`src/core_ctrl_pkg.sv`:
```
////////////////////
// Core control package
// CSR addresses, controller state encoding, mcause layout
// and the widths shared by the control blocks
////////////////////

package core_ctrl_pkg;

  // Interrupt id width, 32 request lines
  localparam int unsigned IRQ_ID_W      = 5;
  localparam int unsigned MCAUSE_CODE_W = 31;  // mcause exception code field

  typedef logic [11:0] csr_addr_t;

  ////////////////////
  // CSR addresses
  ////////////////////
  localparam csr_addr_t CSR_MSTATUS = 12'h300;
  localparam csr_addr_t CSR_MIE     = 12'h304;
  localparam csr_addr_t CSR_MTVEC   = 12'h305;
  localparam csr_addr_t CSR_MEPC    = 12'h341;
  localparam csr_addr_t CSR_MCAUSE  = 12'h342;
  localparam csr_addr_t CSR_MIP     = 12'h344;
  localparam csr_addr_t CSR_DPC     = 12'h7B1;  // Debug mode only for writes
  localparam csr_addr_t CSR_MCYCLE  = 12'hB00;
  localparam csr_addr_t CSR_MCYCLEH = 12'hB80;

  // mtvec mode field, direct is 2'b00
  localparam logic [1:0] MTVEC_MODE_VECTORED = 2'b01;

  // Controller states
  typedef enum logic [1:0] {
    ST_RESET = 2'b00,  // Waiting for fetch enable
    ST_RUN   = 2'b01,
    ST_SLEEP = 2'b10,  // After wfi
    ST_HALT  = 2'b11   // Debug halt
  } ctrl_state_e;

  // mcause fields
  typedef struct packed {
    logic                     irq;   // Set for interrupts
    logic [MCAUSE_CODE_W-1:0] code;
  } mcause_t;

  // Same word, raw for CSR reads, fields for trap entry
  typedef union packed {
    logic [31:0] raw;
    mcause_t     f;
  } mcause_u;

endpackage

```
`src/irq_select.sv`:
```
////////////////////
// Interrupt select
// Masks the request bus with mie and reports the
// highest numbered enabled line
////////////////////

`timescale 1ns/1ps

module irq_select (
  input  logic [31:0]                      irq_i,          // Request lines, levels
  input  logic [31:0]                      mie_i,          // Per line enables
  output logic                             irq_pending_o,  // Any enabled request
  output logic [core_ctrl_pkg::IRQ_ID_W-1:0] irq_id_o
);

  import core_ctrl_pkg::*;

  logic [31:0] irq_masked;

  assign irq_masked    = irq_i & mie_i;
  assign irq_pending_o = |irq_masked;

  // Ascending scan, last hit wins so the top line has priority
  always_comb begin
    irq_id_o = '0;
    for (int unsigned i = 0; i < 32; i++) begin
      if (irq_masked[i]) begin
        irq_id_o = IRQ_ID_W'(i);
      end
    end
  end

endmodule

```
`config.mk`:
```
export PLATFORM = sky130hd
export DESIGN_NAME = irq_select
export DESIGN_NICKNAME = d
export VERILOG_FILES = /design/src/core_ctrl_pkg.sv /design/src/irq_select.sv
export SDC_FILE = /design/constraint.sdc
export NUM_CORES = 1
export LEC_CHECK = 0
export ABC_AREA = 1
export BUFFER_PORTS_ARGS = -buffer_cell sky130_fd_sc_hd__buf_4
export CAP_MARGIN = 10
export CORE_MARGIN = 1
export CORE_UTILIZATION = 30
export DETAILED_ROUTE_END_ITERATION = 8
export PLACE_DENSITY = 0.82
export SLEW_MARGIN = 20
export SYNTH_ARGS = -nofsm -noshare
export SYNTH_HDL_FRONTEND = slang
export SYNTH_SLANG_ARGS = --single-unit
```
`constraint.sdc`:
```
create_clock -name vclk -period 5
set_clock_uncertainty 0.2 [all_clocks]
set_input_delay 1.25 -clock vclk [all_inputs]
set_output_delay 1.25 -clock vclk [all_outputs]
set_load 0.01 [all_outputs]
```
==> results of run 1 <==
## kinds of logic (layout without fill, tap and decap cells)
| kind of cell | Yosys count | in the layout | synth area share, % |
|---|---|---|---|
| simple gates | 105 | 105 | 93.0 |
| compound gates | 3 | 3 | 4.69 |
| buf+inv | 3 | 73 | 2.34 |
## layer usage
metal	track usage, %	part of all wire, %	vias to the layer above
li1	-	-	485
met1	18.4	39	355
met2	34.4	54	33
met3	0	6.5	0
met4	1.25	0	0
met5	0	0	-
## cells in the mapped netlist
master	instances
nand2_4	2
inv_2	1
a31o_1	1
nand3_1	1
a31oi_1	1
nand4_1	1
o21bai_1	1
inv_1	2
nor3_1	1
nor2_1	16
nand2_1	71
nand2_2	13
## worst max-delay path by stage
| stage | endpoint | slack [ns] | cells past startpoint |
|---|---|---|---|
| 2_1_floorplan | irq_id_o[0] | 0.91 | 32 |
| 3_3_place_gp | irq_id_o[0] | 0.58 | 34 |
| 3_5_place_dp | irq_id_o[0] | 0.56 | 34 |
| 4_1_cts | irq_id_o[0] | 0.55 | 34 |
| 5_1_grt | irq_id_o[0] | 0.29 | 34 |
| 6_report | irq_id_o[0] | 0.58 | 34 |
## cell type report
class                      instances  area (µm²)
tap                               16        20.0
fill                             149         480
multi-input combinational        108         469
timing repair buffer              70         526
inverter                           3        11.3
## metrics by stage
stage / setup slack [ns] / cells / util [%] / hold WS [ns]
after global placement: 0.578 / 197 / 68.1 / 2.60
after floorplan: 0.913 / 111 / - / 2.44
after detailed placement: 0.557 / 197 / 68.1 / 2.60
after CTS: 0.548 / 197 / 68.1 / 2.60
final: 0.584 / 197 / 68.1 / 2.60
after global routing: 0.287 / 197 / 68.1 / 2.63
## power by group through the flow
| stage | clock, µW | sequential (µW) | combinational (µW) |
|---|---|---|---|
| after floorplan | 0 | 0 | 37.9 |
| after global placement | 0 | 0 | 86.1 |
| after detailed placement | 0 | 0 | 87.6 |
| after CTS | 0 | 0 | 87.9 |
| after global routing | 0 | 0 | 97.8 |
| final | 0 | 0 | 86.9 |
## worst max-delay path, delay by kind of cell
family / cells / cell delay, ns
buf+inv: 3 / 0.28
simple gates: 31 / 1.46
==> flow_summary_export.csv, run 1 <==
group,metric,value,unit
status,status,"finished clean",
setup_path,cp.arrival,2.97,ns
final_layout,final_common_cell,"nand2_1",
route,vias,873,
floorplan,pin_count,70,
sta,worst_pin_slew,0.184,ns
setup_path,critPathKind,"input pin to output port",
setup_path,cpMostUsedCell,"nand2_1",
power,pwr-share-comb,100.0,%
floorplan,die-area,1770,µm²
min_path,min_from,"mie_i[31]",
final_layout,drive_gt1_share,47.5,%
placed_design,place_area,1030,µm²
final_layout,n_antenna_cell,0,
min_path,hold_end,"irq_id_o[0]",
final_layout,nFlopsAndLatches,0,
sta,hold_violations,0,
logic_synthesis,synth.distinct_cells,12,
min_path,whs_path_depth,4,
floorplan,core-area,1510,µm²
floorplan,start_util,31.9,%
placed_design,hpwl,1.41,mm
sta,fin_crit_sh,88.3,%
logic_synthesis,yosys-top-cells-area,"nand2_1 (55%), nand2_2 (17%), nor2_1 (13%), nand2_4 (4.7%), a31o_1 (1.8%)",
power,p_seq_share,0,%
final_layout,area_growth,114,%
final_layout,fin_area,1030,µm²
setup_path,slowest_stage,"buf_4",
logic_synthesis,synth.avg_cell_area,4.33,µm²
logic_synthesis,synth_area,480,µm²
grt,grt-ovfl-total,0,
placed_design,port_buffers,70,
power,vdd_ir_drop_max,40.0,µV
route,ant_nets,0,
placed_design,gp_congestion,0.698,
grt,grt_max_degree,4,
grt,grt_first_pass_wirelength,2.47,mm
sta,finalSetupViolations,0,
floorplan,die_h,42.0,µm
grt,antenna_found_initial,0,
sta,period_needed,4.42,ns
route,vias_per_cell,4.43,
grt,track_usage,16.2,%
setup_path,worstSetupStartpoint,"irq_i[1]",
final_layout,nets,247,
clock_tree,cts_setup_buffers,0,
setup_path,max_stage_delay,0.13,ns
setup_path,worstPathMaxFanout,2,
sta,rsz0062_at_grt,"no",
final_layout,final_cell_mix,"nand2_1 (71), buf_4 (70), nor2_1 (16)",
setup_path,startpoint_type,"input pin",
power,switchingPower,35.7,µW
route,routed_wl,1.52,mm
power,p_per_area,84.7,nW/µm²
clock_tree,post_cts_resized,0,
logic_synthesis,syn-num-nets,175,
power,clkPwrFrac,0,%
sta,tns,0,ns
floorplan,die_x,42.0,µm
route,dr.pass1.iters,5,
logic_synthesis,synth_top_area_share,55.5,%
power,power.leakage,0.000653,µW
setup_path,crit_required,3.55,ns
logic_synthesis,yosysWarnings,0,
final_layout,seq_area,0,µm²
power,p_int,51.2,µW
power,report.power.total,86.9,µW
sta,maxSlewViolCount,0,
floorplan,rows,14,
min_path,hold_path_class,"input pin to output port",
sta,maxSlewHeadroom,87.7,%
final_layout,nClkBuffers,0,
logic_synthesis,yosysSeqAreaShare,0,%
route,drcViolationCount,0,
sta,clock.fmax,0.226,GHz
logic_synthesis,syn_inst,111,
run,drv_cap,0,
logic_synthesis,yosys.area.top_type,"nand2_1",
clock_tree,hold_buffers,0,
setup_path,critPathCaptureType,"output port",
route,wl_per_cell,7.70,µm
route,first_iter_violations,8,
power,p_sw_share,41.1,%
grt,grt_pass1_vias,723,
No activity file was read; power rests on OpenSTA's default activity.
==> inputs of run 2 (changes only) <==
==> constraint.sdc (replaced) <==
create_clock -name vclk -period 5
set_clock_uncertainty 0.2 [all_clocks]
set_input_delay 0.75 -clock vclk [all_inputs]
set_output_delay 0.75 -clock vclk [all_outputs]
set_load 0.01 [all_outputs]
==> run 2 against run 1 <==
Effect of this change: via count shrank 0.92%; global-route usage stayed put; flip-flop and latch count unchanged; setup slack improved by 1.0 ns; first-iteration DRC count is 13% higher; maximum frequency increased by 30%; clock-buffer cell count is the same.
==> flow_summary_export.csv, run 2 (synthesized netlist as in run 1, its figures left out) <==
group,metric,value,unit
power,clkPwrFrac,0,%
min_path,whs_path_depth,4,
power,p_sw_share,40.9,%
final_layout,fin_area,1030,µm²
sta,maxSlewViolCount,0,
route,vias,865,
placed_design,gp_congestion,0.707,
final_layout,area_growth,114,%
sta,tns,0,ns
power,vdd_ir_drop_max,44.2,µV
final_layout,nets,247,
placed_design,port_buffers,70,
final_layout,fin_util,68.1,%
status,status,"finished clean",
floorplan,pin_count,70,
sta,rsz0062_at_grt,"no",
setup_path,max_stage_delay,0.13,ns
setup_path,cpMostUsedCell,"nand2_1",
final_layout,n_antenna_cell,0,
power,p_int,51.2,µW
route,vias_per_cell,4.39,
clock_tree,post_cts_resized,0,
final_layout,nFlopsAndLatches,0,
setup_path,startpoint_type,"input pin",
floorplan,die-area,1770,µm²
clock_tree,hold_buffers,0,
grt,track_usage,16.2,%
grt,grt_first_pass_wirelength,2.43,mm
sta,period_needed,3.41,ns
floorplan,core-area,1510,µm²
final_layout,final_common_cell,"nand2_1",
run,drv_cap,0,
power,p_seq_share,0,%
grt,grt-ovfl-total,0,
sta,hold_violations,0,
placed_design,place_area,1030,µm²
route,ant_nets,0,
route,routed_wl,1.47,mm
sta,worst_pin_slew,0.201,ns
grt,antenna_found_initial,0,
setup_path,worstPathMaxFanout,2,
final_layout,final_cell_mix,"nand2_1 (71), buf_4 (70), nor2_1 (16)",
clock_tree,cts_setup_buffers,0,
route,drcViolationCount,0,
setup_path,critPathCaptureType,"output port",
final_layout,seq_area,0,µm²
sta,finalSetupViolations,0,
sta,fin_crit_sh,68.1,%
final_layout,nClkBuffers,0,
floorplan,die_x,42.0,µm
power,power.leakage,0.000653,µW
power,p_per_area,84.5,nW/µm²
final_layout,drive_gt1_share,47.5,%
setup_path,cp.arrival,2.46,ns
setup_path,slowest_stage,"buf_4",
route,dr.pass1.iters,4,
floorplan,start_util,31.9,%
grt,grt_max_degree,4,
power,pwr-share-comb,100.0,%
grt,grt_pass1_vias,694,
sta,maxSlewHeadroom,86.5,%
min_path,hold_path_class,"input pin to output port",
sta,clock.fmax,0.293,GHz
route,wl_per_cell,7.45,µm
placed_design,hpwl,1.41,mm
setup_path,crit_required,4.05,ns
power,switchingPower,35.5,µW
setup_path,critPathKind,"input pin to output port",
floorplan,rows,14,
route,first_iter_violations,9,
floorplan,die_h,42.0,µm
[run 2: cell counts in the layout (fill, tap and decap cells not counted)]
Identical to the previous run, type by type.
[run 2: routing by layer]
metal  GRT usage [%]  wire [µm]
met1            17.1        523
met2            35.0        827
met3            1.29        116
met4            1.25          0
met5               0          0
[run 2: per-stage QoR]
step                      setup WS [ns]  hold slack (ns)  instances  total power [µW]
after floorplan                    1.91             1.44        111              37.9
after global placement             1.58             1.60        197              86.1
after detailed placement           1.56             1.61        197              87.7
after CTS                          1.55             1.60        197              87.9
after global routing               1.26             1.63        197              97.2
final                              1.59             1.60        197              86.7
[run 2: path summary, 6_finish.rpt]
| kind | startpoint | end | slack [ns] |
|---|---|---|---|
| worst min-delay path | mie_i[31] | irq_id_o[0] | 1.60 |
| worst max-delay path | irq_i[1] | irq_id_o[0] | 1.59 |
[run 2: worst max-delay path, delay by kind of cell]
kind,cells,cell delay (ns)
and+or+nand+nor,31,1.42
buffers and inverters,3,0.28
[run 2: power groups by stage]
stage               clock, µW  combinational [µW]  sequential (µW)
detailed placement          0                87.7                0
global placement            0                86.1                0
finish                      0                86.7                0
floorplan                   0                37.9                0
global route                0                97.2                0
CTS                         0                87.9                0
[run 2: final cells by class]
class	instances	area (µm²)
fill	158	480
inverter	3	11.3
multi-input combinational	108	469
tap	16	20.0
timing repair buffer	70	526
