[src/core_ctrl_pkg.sv]
////////////////////
// Core control package
// CSR addresses, controller state encoding, mcause layout
// and the widths shared by the control blocks
////////////////////

package core_ctrl_pkg;

  // Interrupt id width, 32 request lines
  localparam int unsigned IRQ_ID_W      = 5;
  localparam int unsigned MCAUSE_CODE_W = 31;  // mcause exception code field

  typedef logic [11:0] csr_addr_t;

  ////////////////////
  // CSR addresses
  ////////////////////
  localparam csr_addr_t CSR_MSTATUS = 12'h300;
  localparam csr_addr_t CSR_MIE     = 12'h304;
  localparam csr_addr_t CSR_MTVEC   = 12'h305;
  localparam csr_addr_t CSR_MEPC    = 12'h341;
  localparam csr_addr_t CSR_MCAUSE  = 12'h342;
  localparam csr_addr_t CSR_MIP     = 12'h344;
  localparam csr_addr_t CSR_DPC     = 12'h7B1;  // Debug mode only for writes
  localparam csr_addr_t CSR_MCYCLE  = 12'hB00;
  localparam csr_addr_t CSR_MCYCLEH = 12'hB80;

  // mtvec mode field, direct is 2'b00
  localparam logic [1:0] MTVEC_MODE_VECTORED = 2'b01;

  // Controller states
  typedef enum logic [1:0] {
    ST_RESET = 2'b00,  // Waiting for fetch enable
    ST_RUN   = 2'b01,
    ST_SLEEP = 2'b10,  // After wfi
    ST_HALT  = 2'b11   // Debug halt
  } ctrl_state_e;

  // mcause fields
  typedef struct packed {
    logic                     irq;   // Set for interrupts
    logic [MCAUSE_CODE_W-1:0] code;
  } mcause_t;

  // Same word, raw for CSR reads, fields for trap entry
  typedef union packed {
    logic [31:0] raw;
    mcause_t     f;
  } mcause_u;

endpackage

[src/core_ctrl_fsm.sv]
////////////////////
// Core controller FSM
// Boot, interrupt entry, mret, wfi sleep and debug
// halt/resume. Registers the PC redirect, the target
// and the status levels, strobes trap save/restore
////////////////////

`timescale 1ns/1ps

module core_ctrl_fsm (
  input  logic                               clk,
  input  logic                               rst_ni,
  input  logic                               fetch_enable_i,
  input  logic [31:0]                        boot_addr_i,
  input  logic [31:0]                        dm_halt_addr_i,
  input  logic                               wfi_i,           // Pulses
  input  logic                               mret_i,
  input  logic                               dret_i,
  input  logic                               debug_req_i,
  input  logic                               irq_pending_i,   // From irq_select
  input  logic [core_ctrl_pkg::IRQ_ID_W-1:0] irq_id_i,
  input  logic                               mstatus_mie_i,   // Global enable
  input  logic [29:0]                        mtvec_base_i,
  input  logic [1:0]                         mtvec_mode_i,
  input  logic [31:0]                        mepc_i,
  input  logic [31:0]                        dpc_i,
  output logic                               pc_set_o,
  output logic [31:0]                        pc_target_o,
  output logic                               irq_ack_o,
  output logic [core_ctrl_pkg::IRQ_ID_W-1:0] irq_id_o,
  output logic                               save_irq_o,      // CSR update strobes
  output logic                               save_debug_o,
  output logic                               restore_mret_o,
  output logic                               restore_dret_o,
  output logic                               count_en_o,
  output logic                               core_sleep_o,
  output logic                               debug_havereset_o,
  output logic                               debug_running_o,
  output logic                               debug_halted_o
);

  import core_ctrl_pkg::*;

  ctrl_state_e state_q, state_d;
  logic        pc_set_d;
  logic [31:0] pc_target_d;
  logic [31:0] irq_target;

  // Direct mode uses the base, vectored adds 4*id
  assign irq_target = {mtvec_base_i, 2'b00} +
                      ((mtvec_mode_i == MTVEC_MODE_VECTORED) ? (32'(irq_id_i) << 2) : 32'd0);

  ////////////////////
  // Next state and cause select
  ////////////////////
  always_comb begin
    state_d        = state_q;
    pc_set_d       = 1'b0;
    pc_target_d    = boot_addr_i;
    save_irq_o     = 1'b0;
    save_debug_o   = 1'b0;
    restore_mret_o = 1'b0;
    restore_dret_o = 1'b0;
    unique case (state_q)
      ST_RESET: begin
        if (fetch_enable_i) begin
          state_d  = ST_RUN;
          pc_set_d = 1'b1;  // Jump to boot address
        end
      end
      ST_RUN: begin
        if (debug_req_i) begin  // Debug beats interrupt
          state_d      = ST_HALT;
          pc_set_d     = 1'b1;
          pc_target_d  = dm_halt_addr_i;
          save_debug_o = 1'b1;
        end else if (irq_pending_i && mstatus_mie_i) begin
          pc_set_d    = 1'b1;
          pc_target_d = irq_target;
          save_irq_o  = 1'b1;
        end else if (mret_i) begin
          pc_set_d       = 1'b1;
          pc_target_d    = mepc_i;
          restore_mret_o = 1'b1;
        end else if (wfi_i) begin
          state_d = ST_SLEEP;
        end
      end
      ST_SLEEP: begin
        if (debug_req_i) begin
          state_d      = ST_HALT;
          pc_set_d     = 1'b1;
          pc_target_d  = dm_halt_addr_i;
          save_debug_o = 1'b1;
        end else if (irq_pending_i) begin
          state_d = ST_RUN;  // Wake even with mstatus.mie clear
        end
      end
      ST_HALT: begin
        if (dret_i) begin
          state_d        = ST_RUN;
          pc_set_d       = 1'b1;
          pc_target_d    = dpc_i;
          restore_dret_o = 1'b1;
        end
      end
      default: state_d = ST_RESET;
    endcase
  end

  ////////////////////
  // State and status flops
  ////////////////////
  always_ff @(posedge clk or negedge rst_ni) begin
    if (!rst_ni) begin
      state_q           <= ST_RESET;
      pc_set_o          <= 1'b0;
      irq_ack_o         <= 1'b0;
      count_en_o        <= 1'b0;
      core_sleep_o      <= 1'b0;
      debug_havereset_o <= 1'b1;  // Until first boot
      debug_running_o   <= 1'b0;
      debug_halted_o    <= 1'b0;
    end else begin
      state_q           <= state_d;
      pc_set_o          <= pc_set_d;
      irq_ack_o         <= save_irq_o;
      count_en_o        <= (state_d == ST_RUN);
      core_sleep_o      <= (state_d == ST_SLEEP);
      debug_havereset_o <= (state_d == ST_RESET);
      debug_running_o   <= (state_d == ST_RUN) || (state_d == ST_SLEEP);
      debug_halted_o    <= (state_d == ST_HALT);
    end
  end

  // Redirect payload, only qualified by pc_set_o / irq_ack_o
  always_ff @(posedge clk) begin
    if (pc_set_d) begin
      pc_target_o <= pc_target_d;
    end
    if (save_irq_o) begin
      irq_id_o <= irq_id_i;
    end
  end

endmodule

[config.mk]
export PLATFORM = sky130hd
export DESIGN_NAME = core_ctrl_fsm
export DESIGN_NICKNAME = d
export VERILOG_FILES = /design/src/core_ctrl_pkg.sv /design/src/core_ctrl_fsm.sv
export SDC_FILE = /design/constraint.sdc
export NUM_CORES = 1
export LEC_CHECK = 0
export BUFFER_PORTS_ARGS = -buffer_cell sky130_fd_sc_hd__buf_2
export CAP_MARGIN = 20
export CORE_ASPECT_RATIO = 1.2
export CORE_MARGIN = 4
export CORE_UTILIZATION = 52
export CTS_CLUSTER_SIZE = 12
export DETAILED_ROUTE_END_ITERATION = 16
export GPL_TIMING_DRIVEN = 0
export PLACE_DENSITY = 0.95
export SETUP_SLACK_MARGIN = 0.05
export SYNTH_ARGS = -nofsm -noshare
export SYNTH_HDL_FRONTEND = slang
export SYNTH_SLANG_ARGS = --single-unit
export TNS_END_PERCENT = 100
[constraint.sdc]
create_clock -name clk -period 6.2 [get_ports clk]
set_input_delay 0 -clock clk [delete_from_list [all_inputs] [get_ports clk]]
set_output_delay 0 -clock clk [all_outputs]
set_load 0.01 [all_outputs]
==> results by group <==
Final layout
  • Commonest non-fill, non-tap cell in the layout: buf_2
  • Register area: about 1300 µm²
  • Area Overhead vs Synth: 30.8%
  • Share of layout cells above drive strength 1: a little under two fifths
  • Fill cells: 723
  • Diodes inserted: 0
  • Nets@finish: roughly 970
  • Final core occ: 70.4%
  • Most frequent cells in the layout: 242 x buf_2, 40 x o21ai_0, 39 x nand2_1
  • Area of the multi-input gates: roughly 3100 µm²

Floorplanning
  • Die W: 94.4 µm
  • Top-level port count: between 200 and 250
  • Initial core utilization: a little over half
  • Core area: 8660 µm²
  • Die Ht: around 110 µm
  • DIE AREA: ~11000 µm²
  • Core Rows: 37

Drt
  • Via density: about 6.8
  • DRC: 0
  • Via Count: between 6000 and 7000
  • Total wire length: between 20000 and 25000 µm
  • 1st-iter DRT viols: roughly 780
  • Routed Antenna Nets: 0
  • DR WL/cell: about 24 µm
  • Pre-Repair DR Iteration Count: 9

Global routing
  • Initial antenna violation count: 0
  • Total grt overflow: 0
  • GRT Total Usage: ~40%
  • First-pass GRT wire length: between 30000 and 40000 µm
  • Largest net degree at the start of global routing: 26
  • Vias in the first global route: ~5900

Worst setup path
  • Reg-to-Reg Start: state_q[1]
  • Crit path depth: 9
  • Worst Setup Start Kind: flop
  • Worst Reg2Reg Path Length in Cells: 9
  • Critical-path cell list: inv_1 -> ha_1 -> buf_2 -> buf_2 -> buf_2 -> buf_2 -> nor3_1 -> a21oi_4 -> buf_12
  • Reg-to-reg setup timing slack: 3.10 ns
  • CP most frequent cell: buf_2
  • Slowest CP cell: dfrtp_1
  • Worst r2r dst: pc_target_o[29]
  • Critical Path Fanout Max: 25
  • Critical path endpoint category: flop
  • Type of the worst setup path: flop to flop
  • Largest delay share family, worst path: buffers and inverters
  • CP max stage delay: 0.44 ns
  • Crit path DAT: 3.12 ns
  • Buf/Inv on CP: 6
  • Worst EP required: ~6.2 ns

Hold path
  • Worst hold-check path type: primary input to flop
  • Hold Path Origin: boot_addr_i[4]
  • Hold Path Stages: 3
  • Hold EP: pc_target_o[4]

Run
  • Max cap viols: 0

STA
  • Setup TNS: 0 ns
  • Hold slack: 0.0262 ns
  • Clock Skew: approximately 0.020 ns
  • Slew Viols, Final: 0
  • Finish-stage setup viols: 0
  • Fmax: ~320 MHz
  • RSZ-0062 raised after global routing: false
  • Rel. slew slack: between 30% and 40%
  • Fin crit share: approximately 50%
  • Hold Vio Cnt, Final: 0
  • Minimum clock period: a little over 3 ns
  • Worst-Margin Slew: between 0.9 and 1 ns

Synth
  • Synth cell types: roughly 70
  • Post-synth EDFFs: 37
  • Post-Synthesis Cell Area: about 4700 µm²
  • Primary FF master, synth: edfxtp_1
  • Yosys warns: 0
  • Seq/Total Area, Yosys: 28.7%
  • Cell taking the most area after synthesis: edfxtp_1
  • Synth async-reset ratio: 19.6%
  • Post-Syn Instances: about 550
  • Top post-synthesis cells by area: edfxtp_1 24%, mux2_2 4.4%, dfrtp_1 4.3%, o21ai_0 4.3%, a21oi_1 3.9%
  • Seq cells post-synth: 46
  • Mapped Nets: 737
  • Share of the synthesized area in the top cell type: 23.8%
  • Avg Cell Area, Syn: 8.50 µm²

Power and ir drop
  • VDD IR max: 0.000297 V
  • Leakage power: between 2 and 3 nW
  • Total power divided by cell area: between 300 and 400 nW/µm²
  • Pint: 1.16 mW
  • Clk pwr share: about a tenth
  • Reg power frac: between 20% and 30%
  • Logic pwr share: 62.2%
  • Sw frac: 46.5%
  • Psw: between 1 and 1.5 mW

Placed design
  • DP HPWL: 16500 µm
  • Final RePlAce weighted congestion: about 1
  • Input/output buffers: ~220

Clock network
  • TritonCTS clock tree: yes
  • Clock Path Buffers: 2
  • Clock transition at path regs: about 0.090 ns
  • Root buf cell: clkbuf_8
  • TritonCTS Buffers: 5
  • Post-CTS Repair Setup Buffers: 0
  • Clk_lat worst skew: around 0.33 ns
  • CTS sink cnt: 46
  • H-tree depth: 2

Status
  • Status: finished clean
how the worst max path moves through the flow:
| stage | from | to | slack, ns |
|---|---|---|---|
| 5_1_grt | state_q[0] | pc_target_o[11] | 2.90 |
| 2_1_floorplan | state_q[0] | pc_target_o[0] | 2.60 |
| 4_1_cts | state_q[0] | pc_target_o[7] | 3.20 |
| 6_report | state_q[1] | pc_target_o[29] | 3.10 |
| 3_3_place_gp | state_q[0] | pc_target_o[7] | 1.22 |
| 3_5_place_dp | state_q[0] | pc_target_o[23] | 3.20 |
registers in the layout, summed over array words and instances (netlist names):
| name | cells |
|---|---|
| core_sleep_o | 1 |
| count_en_o | 1 |
| debug_halted_o | 1 |
| debug_havereset_o | 1 |
| debug_running_o | 1 |
| irq_ack_o | 1 |
| irq_id_o | 5 |
| pc_set_o | 1 |
| pc_target_o | 32 |
| state_q | 2 |
metal layers:
layer / part of all wire, % / up-vias / track usage [%]
met4: 3.8 / 0 / 13.6
li1: - / 2625 / -
met1: 36 / 2779 / 53.2
met3: 13 / 99 / 6.62
met5: 0 / - / 0
met2: 47 / 564 / 64.6
synthesized netlist by cell type (3+ instances only):
| cell type | instances |
|---|---|
| o21ai_0 | 40 |
| nand2_1 | 39 |
| edfxtp_1 | 37 |
| a21oi_1 | 36 |
| nor2_1 | 28 |
| buf_2 | 24 |
| nor2b_1 | 22 |
| a22oi_1 | 19 |
| mux2_2 | 18 |
| inv_1 | 17 |
| nand3_1 | 16 |
| nand4_1 | 16 |
| clkbuf_1 | 14 |
| ha_1 | 14 |
| nor4_1 | 14 |
| and2_1 | 12 |
| and3_1 | 12 |
| nor3_1 | 12 |
| a211oi_1 | 9 |
| mux2i_1 | 9 |
| o221a_2 | 9 |
| o221ai_1 | 9 |
| and3b_1 | 8 |
| dfrtp_1 | 8 |
| a222oi_1 | 7 |
| o211ai_1 | 7 |
| xnor2_1 | 6 |
| a221oi_1 | 5 |
| nor3b_1 | 5 |
| o21a_1 | 5 |
| o21ai_1 | 5 |
| a31oi_1 | 4 |
| and4_1 | 4 |
| nor4b_1 | 4 |
| a211o_1 | 3 |
| a2bb2oi_1 | 3 |
| nand2b_1 | 3 |
| o31ai_1 | 3 |
final cells by class:
| class | instances | share of cell area [%] |
|---|---|---|
| flip-flops and latches | 46 | 22.0 |
| multi-input cells | 444 | 50.5 |
| clock buffers | 7 | 1.58 |
| well taps | 117 | 2.40 |
| plain buffers | 41 | 3.20 |
| inverters | 17 | 1.05 |
| repair buffers | 225 | 19.2 |
| clock inverters | 1 | 0.144 |
power groups by stage:
stage | registers [mW] | logic [mW] | clock network (mW)
floorplan | 0.686 | 0.708 | 0
global placement | 0.618 | 1.24 | 0
detailed placement | 0.604 | 1.30 | 0
CTS | 0.598 | 1.31 | 0.220
global route | 0.609 | 1.45 | 0.234
finish | 0.599 | 1.36 | 0.223
per-stage QoR:
stage	instances	power (mW)	worst slack, ns	area (µm²)
2_1_floorplan	548	1.39	2.60	4660
3_3_place_gp	883	1.86	1.22	5900
3_5_place_dp	884	1.91	3.20	5930
4_1_cts	898	2.13	3.20	6090
5_1_grt	898	2.29	2.90	6090
6_report	898	2.18	3.10	6090
worst reg2reg max path: cells and delay by family, from the launching register on:
family	cells	cell delay, ns
flip-flops	1	0.44
adder cells (fa/ha/maj)	1	0.29
AND/OR/NAND/NOR	1	0.13
buffers and inverters	6	1.53
AO/OA/AOI/OAI	1	0.41
cells by family (layout without fill, tap and decap cells):
logic type | Yosys count | in the layout | synth area share, %
flip-flops | 46 | 46 | 28.7
AO/OA/AOI/OAI | 187 | 187 | 28.4
XOR/XNOR | 6 | 6 | 1.13
buffers and inverters | 58 | 291 | 5.56
adder cells (fa/ha/maj) | 15 | 15 | 4.19
AND/OR/NAND/NOR | 209 | 209 | 25.7
multiplexers | 27 | 27 | 6.28
timing repair:
action	CTS	global route
endpoints found under the hold margin	14	0
resized for setup	0	0
hold buffers	6	0
No activity file was read; power rests on OpenSTA's default activity.
