$ cat config.mk
export PLATFORM = sky130hd
export DESIGN_NAME = cycle_counter
export DESIGN_NICKNAME = d
export VERILOG_FILES = /design/src/core_ctrl_pkg.sv /design/src/cycle_counter.sv
export SDC_FILE = /design/constraint.sdc
export NUM_CORES = 1
export LEC_CHECK = 0
export BUFFER_PORTS_ARGS = -buffer_cell sky130_fd_sc_hd__buf_2
export CORE_ASPECT_RATIO = 0.8
export CORE_MARGIN = 8
export CORE_UTILIZATION = 39
export CTS_CLUSTER_SIZE = 25
export DETAILED_ROUTE_END_ITERATION = 7
export PLACE_DENSITY = 0.73
export SLEW_MARGIN = 10
export SYNTH_ARGS = -nofsm -noshare
export SYNTH_HDL_FRONTEND = slang
export SYNTH_SLANG_ARGS = --single-unit
$ cat constraint.sdc
create_clock -name clk -period 5.9 [get_ports clk]
set_input_delay 0.59 -clock clk [delete_from_list [all_inputs] [get_ports clk]]
set_output_delay 0.59 -clock clk [all_outputs]
set_load 0.01 [all_outputs]
$ cat src/core_ctrl_pkg.sv
////////////////////
// Core control package
// CSR addresses, controller state encoding, mcause layout
// and the widths shared by the control blocks
////////////////////

package core_ctrl_pkg;

  // Interrupt id width, 32 request lines
  localparam int unsigned IRQ_ID_W      = 5;
  localparam int unsigned MCAUSE_CODE_W = 31;  // mcause exception code field

  typedef logic [11:0] csr_addr_t;

  ////////////////////
  // CSR addresses
  ////////////////////
  localparam csr_addr_t CSR_MSTATUS = 12'h300;
  localparam csr_addr_t CSR_MIE     = 12'h304;
  localparam csr_addr_t CSR_MTVEC   = 12'h305;
  localparam csr_addr_t CSR_MEPC    = 12'h341;
  localparam csr_addr_t CSR_MCAUSE  = 12'h342;
  localparam csr_addr_t CSR_MIP     = 12'h344;
  localparam csr_addr_t CSR_DPC     = 12'h7B1;  // Debug mode only for writes
  localparam csr_addr_t CSR_MCYCLE  = 12'hB00;
  localparam csr_addr_t CSR_MCYCLEH = 12'hB80;

  // mtvec mode field, direct is 2'b00
  localparam logic [1:0] MTVEC_MODE_VECTORED = 2'b01;

  // Controller states
  typedef enum logic [1:0] {
    ST_RESET = 2'b00,  // Waiting for fetch enable
    ST_RUN   = 2'b01,
    ST_SLEEP = 2'b10,  // After wfi
    ST_HALT  = 2'b11   // Debug halt
  } ctrl_state_e;

  // mcause fields
  typedef struct packed {
    logic                     irq;   // Set for interrupts
    logic [MCAUSE_CODE_W-1:0] code;
  } mcause_t;

  // Same word, raw for CSR reads, fields for trap entry
  typedef union packed {
    logic [31:0] raw;
    mcause_t     f;
  } mcause_u;

endpackage

$ cat src/cycle_counter.sv
////////////////////
// Cycle counter
// mcycle/mcycleh, counts only while running and
// accepts CSR writes to either half
////////////////////

`timescale 1ns/1ps

module cycle_counter #(
  parameter int unsigned MCYCLE_W = 64  // 33 to 64
) (
  input  logic                     clk,
  input  logic                     rst_ni,
  input  logic                     count_en_i,  // High in run state only
  input  logic                     csr_we_i,
  input  core_ctrl_pkg::csr_addr_t csr_addr_i,
  input  logic [31:0]              csr_wdata_i,
  output logic [63:0]              mcycle_o     // Zero extended count
);

  import core_ctrl_pkg::*;

  logic [MCYCLE_W-1:0] cnt_q;
  logic                wr_lo;
  logic                wr_hi;

  assign wr_lo = csr_we_i && (csr_addr_i == CSR_MCYCLE);
  assign wr_hi = csr_we_i && (csr_addr_i == CSR_MCYCLEH);

  // A write replaces the increment for that cycle
  always_ff @(posedge clk or negedge rst_ni) begin
    if (!rst_ni) begin
      cnt_q <= '0;
    end else if (wr_lo) begin
      cnt_q[31:0] <= csr_wdata_i;
    end else if (wr_hi) begin
      cnt_q[MCYCLE_W-1:32] <= csr_wdata_i[MCYCLE_W-33:0];  // Upper bits only
    end else if (count_en_i) begin
      cnt_q <= cnt_q + 1'b1;
    end
  end

  assign mcycle_o = 64'(cnt_q);

endmodule

==> results of run 1 <==
[where the power goes]
group,internal [W],switching (W)
Combinational,0.0000657,0.0000870
Sequential,0.000470,0.0000417
Clock,0.000293,0.000192
[metal layers]
metal | vias to the layer above | track usage | share of wire
li1 | 1822 | - | -
met4 | 0 | 0.0602 | 0.022
met2 | 199 | 0.294 | 0.44
met3 | 23 | 0.0808 | 0.11
met1 | 1850 | 0.242 | 0.43
met5 | - | 0 | 0
[synthesized netlist by cell type, drive strengths merged, types with 2 or more instances]
cell and number:
a21o 3, a21oi 5, a31oi 2, and2 4
and3 8, and4 5, and4b 3, buf 2
clkbuf 15, dfrtp 64, inv 7, mux2 2
mux2i 4, nand2 77, nand3 33, nand4 28
nor2 30, nor3 17, nor4 12, o211ai 2
o21ai 48, or2 3, or3 3, or4 3
or4b 2, xnor2 22, xor2 32
[layout by cell type (no fill, tap or decap), types with 2 or more instances in the layout]
master	count
clkinv_2	4
and4b_1	3
or4_1	2
a21o_1	3
inv_1	7
xnor2_1	22
nor3_1	16
or2_2	3
clkbuf_16	9
nor4_1	11
nand4_2	2
and4_1	5
nand4_1	25
mux2i_1	4
nor2_2	2
buf_4	3
or3_1	3
mux2_2	2
o21ai_1	2
o21ai_0	46
nand3_2	2
clkbuf_1	2
a31oi_1	2
nand2_1	77
buf_2	111
nand3_1	31
nor2_1	27
o211ai_1	2
dfrtp_1	64
a21oi_1	5
and2_1	4
and3_1	8
xor2_1	32
[worst min path at each step]
stage / to / slack (ns) / cells after the start
CTS: mcycle_o[15] / 0.47 / 2
global placement: mcycle_o[40] / 0.57 / 2
finish: mcycle_o[15] / 0.43 / 2
floorplan: mcycle_o[0] / 0.29 / 0
global route: mcycle_o[56] / 0.49 / 2
detailed placement: mcycle_o[63] / 0.58 / 2
[critical path: cells and delay by family, from the launching register on]
kind / cells / cell delay [ns]
AOI/OAI and AO/OA: 2 / 0.49
and+or+nand+nor: 4 / 1.52
DFF: 1 / 0.45
[per-stage QoR]
stage / setup WS, ns / util / cells
finish: 3.34 / 0.501 / 697
global route: 3.05 / 0.501 / 697
CTS: 3.37 / 0.501 / 697
detailed placement: 3.13 / 0.473 / 681
global placement: 3.24 / 0.473 / 681
floorplan: 3.65 / - / 448
[cell type report]
cell class | count | area share
flip-flops and latches | 64 | 0.331
well taps | 136 | 0.0352
inverters | 7 | 0.00544
repair buffers | 114 | 0.120
multi-input cells | 360 | 0.453
clock inverters | 4 | 0.00414
clock buffers | 12 | 0.0510
[cell families after synthesis]
group                      share of synthesized area
AOI/OAI and AO/OA                              0.104
adders and majority gates                    0.00323
and+or+nand+nor                                0.317
xor gates and xnor gates                       0.122
muxes                                         0.0161
buffers and inverters                         0.0248
DFF                                            0.413
==> metrics, run 1 <==
IO Count=112; PostCTS Resize Cnt=0; worst min-delay path class=input port to asynchronous set/reset pin; dpl hpwl=9780 um; CP startpoint kind=flip-flop; status=finished, final reports clean; slew margin rel.=0.250; placed cell area=4570 sq um; PwrDens=238 nW/um^2; Worst Setup EP=mcycle_o[58]; max reg flops=64; Reg2Reg Depth=6; Fill cells=925; sequential fraction of the synthesis area=0.413; total CTS buffers=9; clock buffer depth=2; CTS Root Cell=clkbuf_16; Final Instance Area=4830 sq um; register area=1600 sq um; Final #Nets=605; Cell Rows=32; largest net degree at the start of global routing=65; Slew Limit Fails=0; RR Startpoint=mcycle_o[7]; setup_tns=0 ns; crit-path cells=nand4_2, nor3_4, nand3_1, nor4_1, a31oi_1, a211o_1; 1st-iter DRT viols=385; total congestion overflow=0; Clk pin slew, worst setup/hold paths=0.05 ns; worst stage delay on the critical path=0.73 ns; CP startpoint=mcycle_o[7]; worst-path maximum fanout=6; Final Hold Viols=0; Final period util=0.434; first-pass GRT wire length=20500 um; Power Total=0.00115 W; Crit Path Class=flip-flop to flip-flop; Async SR Flop Fraction=1.00; Mapped Avg Cell Area=8.66 sq um; CP Capture Type=flip-flop; Yosys reg bits=64; Min Hold Slack=0.428 ns; share of the synthesized area in the top cell type=0.413; port bufs=111; WL final=12700 um; All-Layer GR Usage=0.193; post-CTS setup buffers=0; crit path time final=2.56 ns; DR WL/cell=18.3 um; share of post-route cells with drive strength above 1=0.260; Syn. warnings=0; largest cells by area after synthesis=dfrtp_1 41%, nand2_1 7.5%, xor2_1 7.2%; DR vias=3894; antenna cells=0; Area Growth Syn to Fin=24.6%; gpl congestion=0.900; Most used DFF post-synth=dfrtp_1; vias in the first global route=3902; Die Ht=105 um; Lkg Pwr=2.16 nW; router iterations before antenna repair=5; area of the multi-input gates=2190 sq um; synthesized netlist cell count=448; Post-Syn Area=3880 sq um; clk sinks=64; net count after synthesis=497; R2R Path End=mcycle_o[58]; post-synth top area cell=dfrtp_1; slowest CP cell=nor4_1; synth unique cells=50; Die Wd=127 um; Critical Path RT=6.12 ns; H-tree depth=3; total of max-cap violations=0; worst skew pair latency=0.34 ns; CTS Hold Bufs=0; worst slew pin tran=1.12 ns; Worst R2R Setup Slack=3.34 ns; fmax=390 MHz; die area=13400 sq um; core area=9650 sq um; Via density=5.59; Setup Skew=0.00565 ns; Post-synth EDFFs=0; CTS tree=yes; IR drop worst, VDD=0.200 mV; unrepaired setup endpoints after global routing=no; ANT nets after route=0; final setup violating endpoints=0; initial core utilization=0.402; drt drc=0; initial antenna violation count=0; Critical Path AT=2.78 ns
(Power assumes the default switching activity.)
==> run 2: changes to the inputs <==
ABC_AREA = 1   (was default)
PLACE_DENSITY = 0.71   (was 0.73)
clock period = 2.5 ns   (was 5.9 ns; I/O delays follow)
==> run 2 against run 1 <==
Compared with the run above: worst setup slack worse by 2.8 ns; via count is 51% higher; non-clock buffer count is 8 higher; synthesized cell count is 92% higher; synthesized area is 31% higher; sequential share of layout area is 7.1 points lower; power grew to 2.9 times the previous value; sequential cell count stayed put; design area is 27% higher; clock skew is 0.0033 ns higher; sequential power grew to 2.7 times the previous value; highest routed layer unchanged.
==> metrics, run 2 <==
H-tree depth=3; sequential share of power=0.413; Adder-Cell Fraction of Synth Area=0.00246; Mapped Avg Cell Area=5.92 sq um; slew margin rel.=0.595; Int Pwr=0.00225 W; mux cell area share after synthesis=0; Final #Nets=1019; post-synth top area cell=dfrtp_1; Compound-Gate Fraction of Synth Area=0.0204; 1st-iter DRT viols=554; R2R Path End=mcycle_o[38]; Lkg Pwr=2.99 nW; Hold Startpoint=csr_wdata_i[29]; core area=12800 sq um; gpl congestion=0.979; die area=17000 sq um; worst skew pair latency=0.34 ns; Critical Path RT=2.72 ns; count leader, synth=nand2_1; fmax=523 MHz; router iterations before antenna repair=5; Clk pwr share=0.388; share of the synthesized area in the top cell type=0.315; sw frac=0.323; CTS tree=yes; Async SR Flop Fraction=1.00; worst min-delay path class=input port to flip-flop; Syn. warnings=0; net count after synthesis=908; initial antenna violation count=0; Area Growth Syn to Fin=20.9%; CTS Root Cell=clkbuf_16; Post-synth EDFFs=0; Reg2Reg Depth=9; Worst Setup EP=mcycle_o[38]; synth unique cells=29; synth cell count leaders=364 x nand2_1, 177 x nor2_1, 77 x nand3_1; dpl hpwl=14500 um; PwrDens=540 nW/um^2; Final period util=0.765; IO Count=112; Post-Syn Area=5090 sq um; largest net degree at the start of global routing=65; Slew Limit Fails=0; first-pass GRT wire length=29900 um; worst-path maximum fanout=5; Switch Pwr=0.00107 W; RR Startpoint=mcycle_o[26]; DR WL/cell=16.1 um; initial core utilization=0.397; Via density=5.11; Clk pin slew, worst setup/hold paths=0.05 ns; DR vias=5876; Die Wd=144 um; combinational fraction of design power=0.199; Cell Rows=37; status=finished, final reports clean; total CTS buffers=9; sequential fraction of the synthesis area=0.315; commonest non-fill, non-tap cell in the layout=nand2_1; Crit Path Class=flip-flop to flip-flop; antenna cells=0; unrepaired setup endpoints after global routing=no; port bufs=111; setup_tns=0 ns; final setup violating endpoints=0; Min Hold Slack=0.148 ns; largest family of logic cells by synthesized area=simple AND/OR/NAND/NOR gates; IR drop worst, VDD=0.312 mV; CP startpoint kind=flip-flop; ANT nets after route=0; most frequent cells in the layout=364 x nand2_1, 176 x nor2_1, 111 x buf_2; CP startpoint=mcycle_o[26]; drt drc=0; All-Layer GR Usage=0.222; Final Hold Viols=0; Yosys reg bits=64; Most used DFF post-synth=dfrtp_1; WL final=18500 um; Synth Area in Simple Gates=0.552; Worst R2R Setup Slack=0.59 ns; CP Capture Type=flip-flop; crit path time final=1.91 ns; max reg flops=64; clock buffer depth=2; share of post-route cells with drive strength above 1=0.173; clk sinks=64; Layout Cells excl Fill=1150; vias in the first global route=5512; XOR/XNOR share of the synthesized area=0.0516; Setup Skew=0.00893 ns; synthesized netlist cell count=859; Critical Path AT=2.14 ns; Die Ht=118 um; largest cells by area after synthesis=dfrtp_1 31%, nand2_1 27%, nor2_1 13%; PostCTS Resize Cnt=0; total of max-cap violations=0; total congestion overflow=0; placed insts=1133; worst slew pin tran=0.608 ns
[run 2: cell count changes in the layout (fill, tap and decap cells not counted), sizes merged, moves of 7 or more]
cell | previous run | this run
and3 | 8 | 0
buf | 114 | 121
nor3 | 17 | 2
nor4 | 12 | 0
xor2 | 32 | 12
nand3 | 33 | 77
nor2 | 30 | 193
nand4 | 28 | 16
o21ai | 48 | 19
inv | 7 | 50
nand2 | 77 | 377
[run 2: stage by stage]
| stage | total power, W | utilization | worst slack, ns | area (sq um) |
|---|---|---|---|---|
| 5_1_grt | 0.00350 | 0.480 | 0.417 | 6150 |
| 6_report | 0.00332 | 0.480 | 0.588 | 6150 |
| 3_5_place_dp | 0.00205 | 0.456 | 0.640 | 5840 |
| 2_1_floorplan | 0.00171 | - | 0.878 | 5090 |
| 4_1_cts | 0.00334 | 0.480 | 0.618 | 6150 |
| 3_3_place_gp | 0.00204 | 0.456 | 0.643 | 5840 |
[run 2: repair_timing]
action	CTS	global route
hold buffers	1	0
endpoints found under the hold margin	23	0
buffers inserted	0	0
endpoints found under the setup margin	0	0
[run 2: area by class of cell]
| class | instances | area [sq um] |
|---|---|---|
| Clock buffer | 13 | 260 |
| Clock inverter | 3 | 40.0 |
| Fill cell | 1415 | 6670 |
| Inverter | 51 | 191 |
| Multi-Input combinational cell | 722 | 3190 |
| Sequential cell | 64 | 1600 |
| Tap cell | 175 | 219 |
| Timing Repair Buffer | 122 | 653 |
[run 2: worst min path at each step]
stage	slack [ns]	depth (start not counted)	to
floorplan	-0.05	0	mcycle_o[0]
global placement	0.29	1	mcycle_o[18]
detailed placement	0.29	1	mcycle_o[18]
CTS	0.14	3	mcycle_o[29]
global route	0.15	3	mcycle_o[18]
finish	0.15	3	mcycle_o[29]
[run 2: power by group through the flow]
stage | registers, W | logic (W) | clock network, W
CTS | 0.00137 | 0.000669 | 0.00130
global placement | 0.00138 | 0.000659 | 0
detailed placement | 0.00139 | 0.000663 | 0
floorplan | 0.00139 | 0.000323 | 0
finish | 0.00137 | 0.000659 | 0.00129
global route | 0.00140 | 0.000747 | 0.00136
[run 2: worst max-delay path: stages, from the launching register on]
cell and delay (ns):
dfrtp_1 0.48, nand2_1 0.17, nor2_1 0.32, nand2_1 0.16, nor2_2 0.16, nand2_2 0.14
o21ai_1 0.14, nand3_1 0.08, nand2_1 0.10, nand2_1 0.05
[run 2: cell families (layout without fill, tap and decap cells)]
family	after synthesis	after routing
flip-flops	64	64
adder cells (fa/ha/maj)	1	1
AO/OA/AOI/OAI	20	20
buffers and inverters	73	189
XOR/XNOR	30	30
AND/OR/NAND/NOR	671	671
[run 2: layer usage]
layer,wire length [um],vias to the layer above,global-route usage
li1,-,2892,-
met1,8810,2710,0.318
met2,7690,260,0.327
met3,1760,14,0.0555
met4,234,0,0.0544
met5,0,-,0
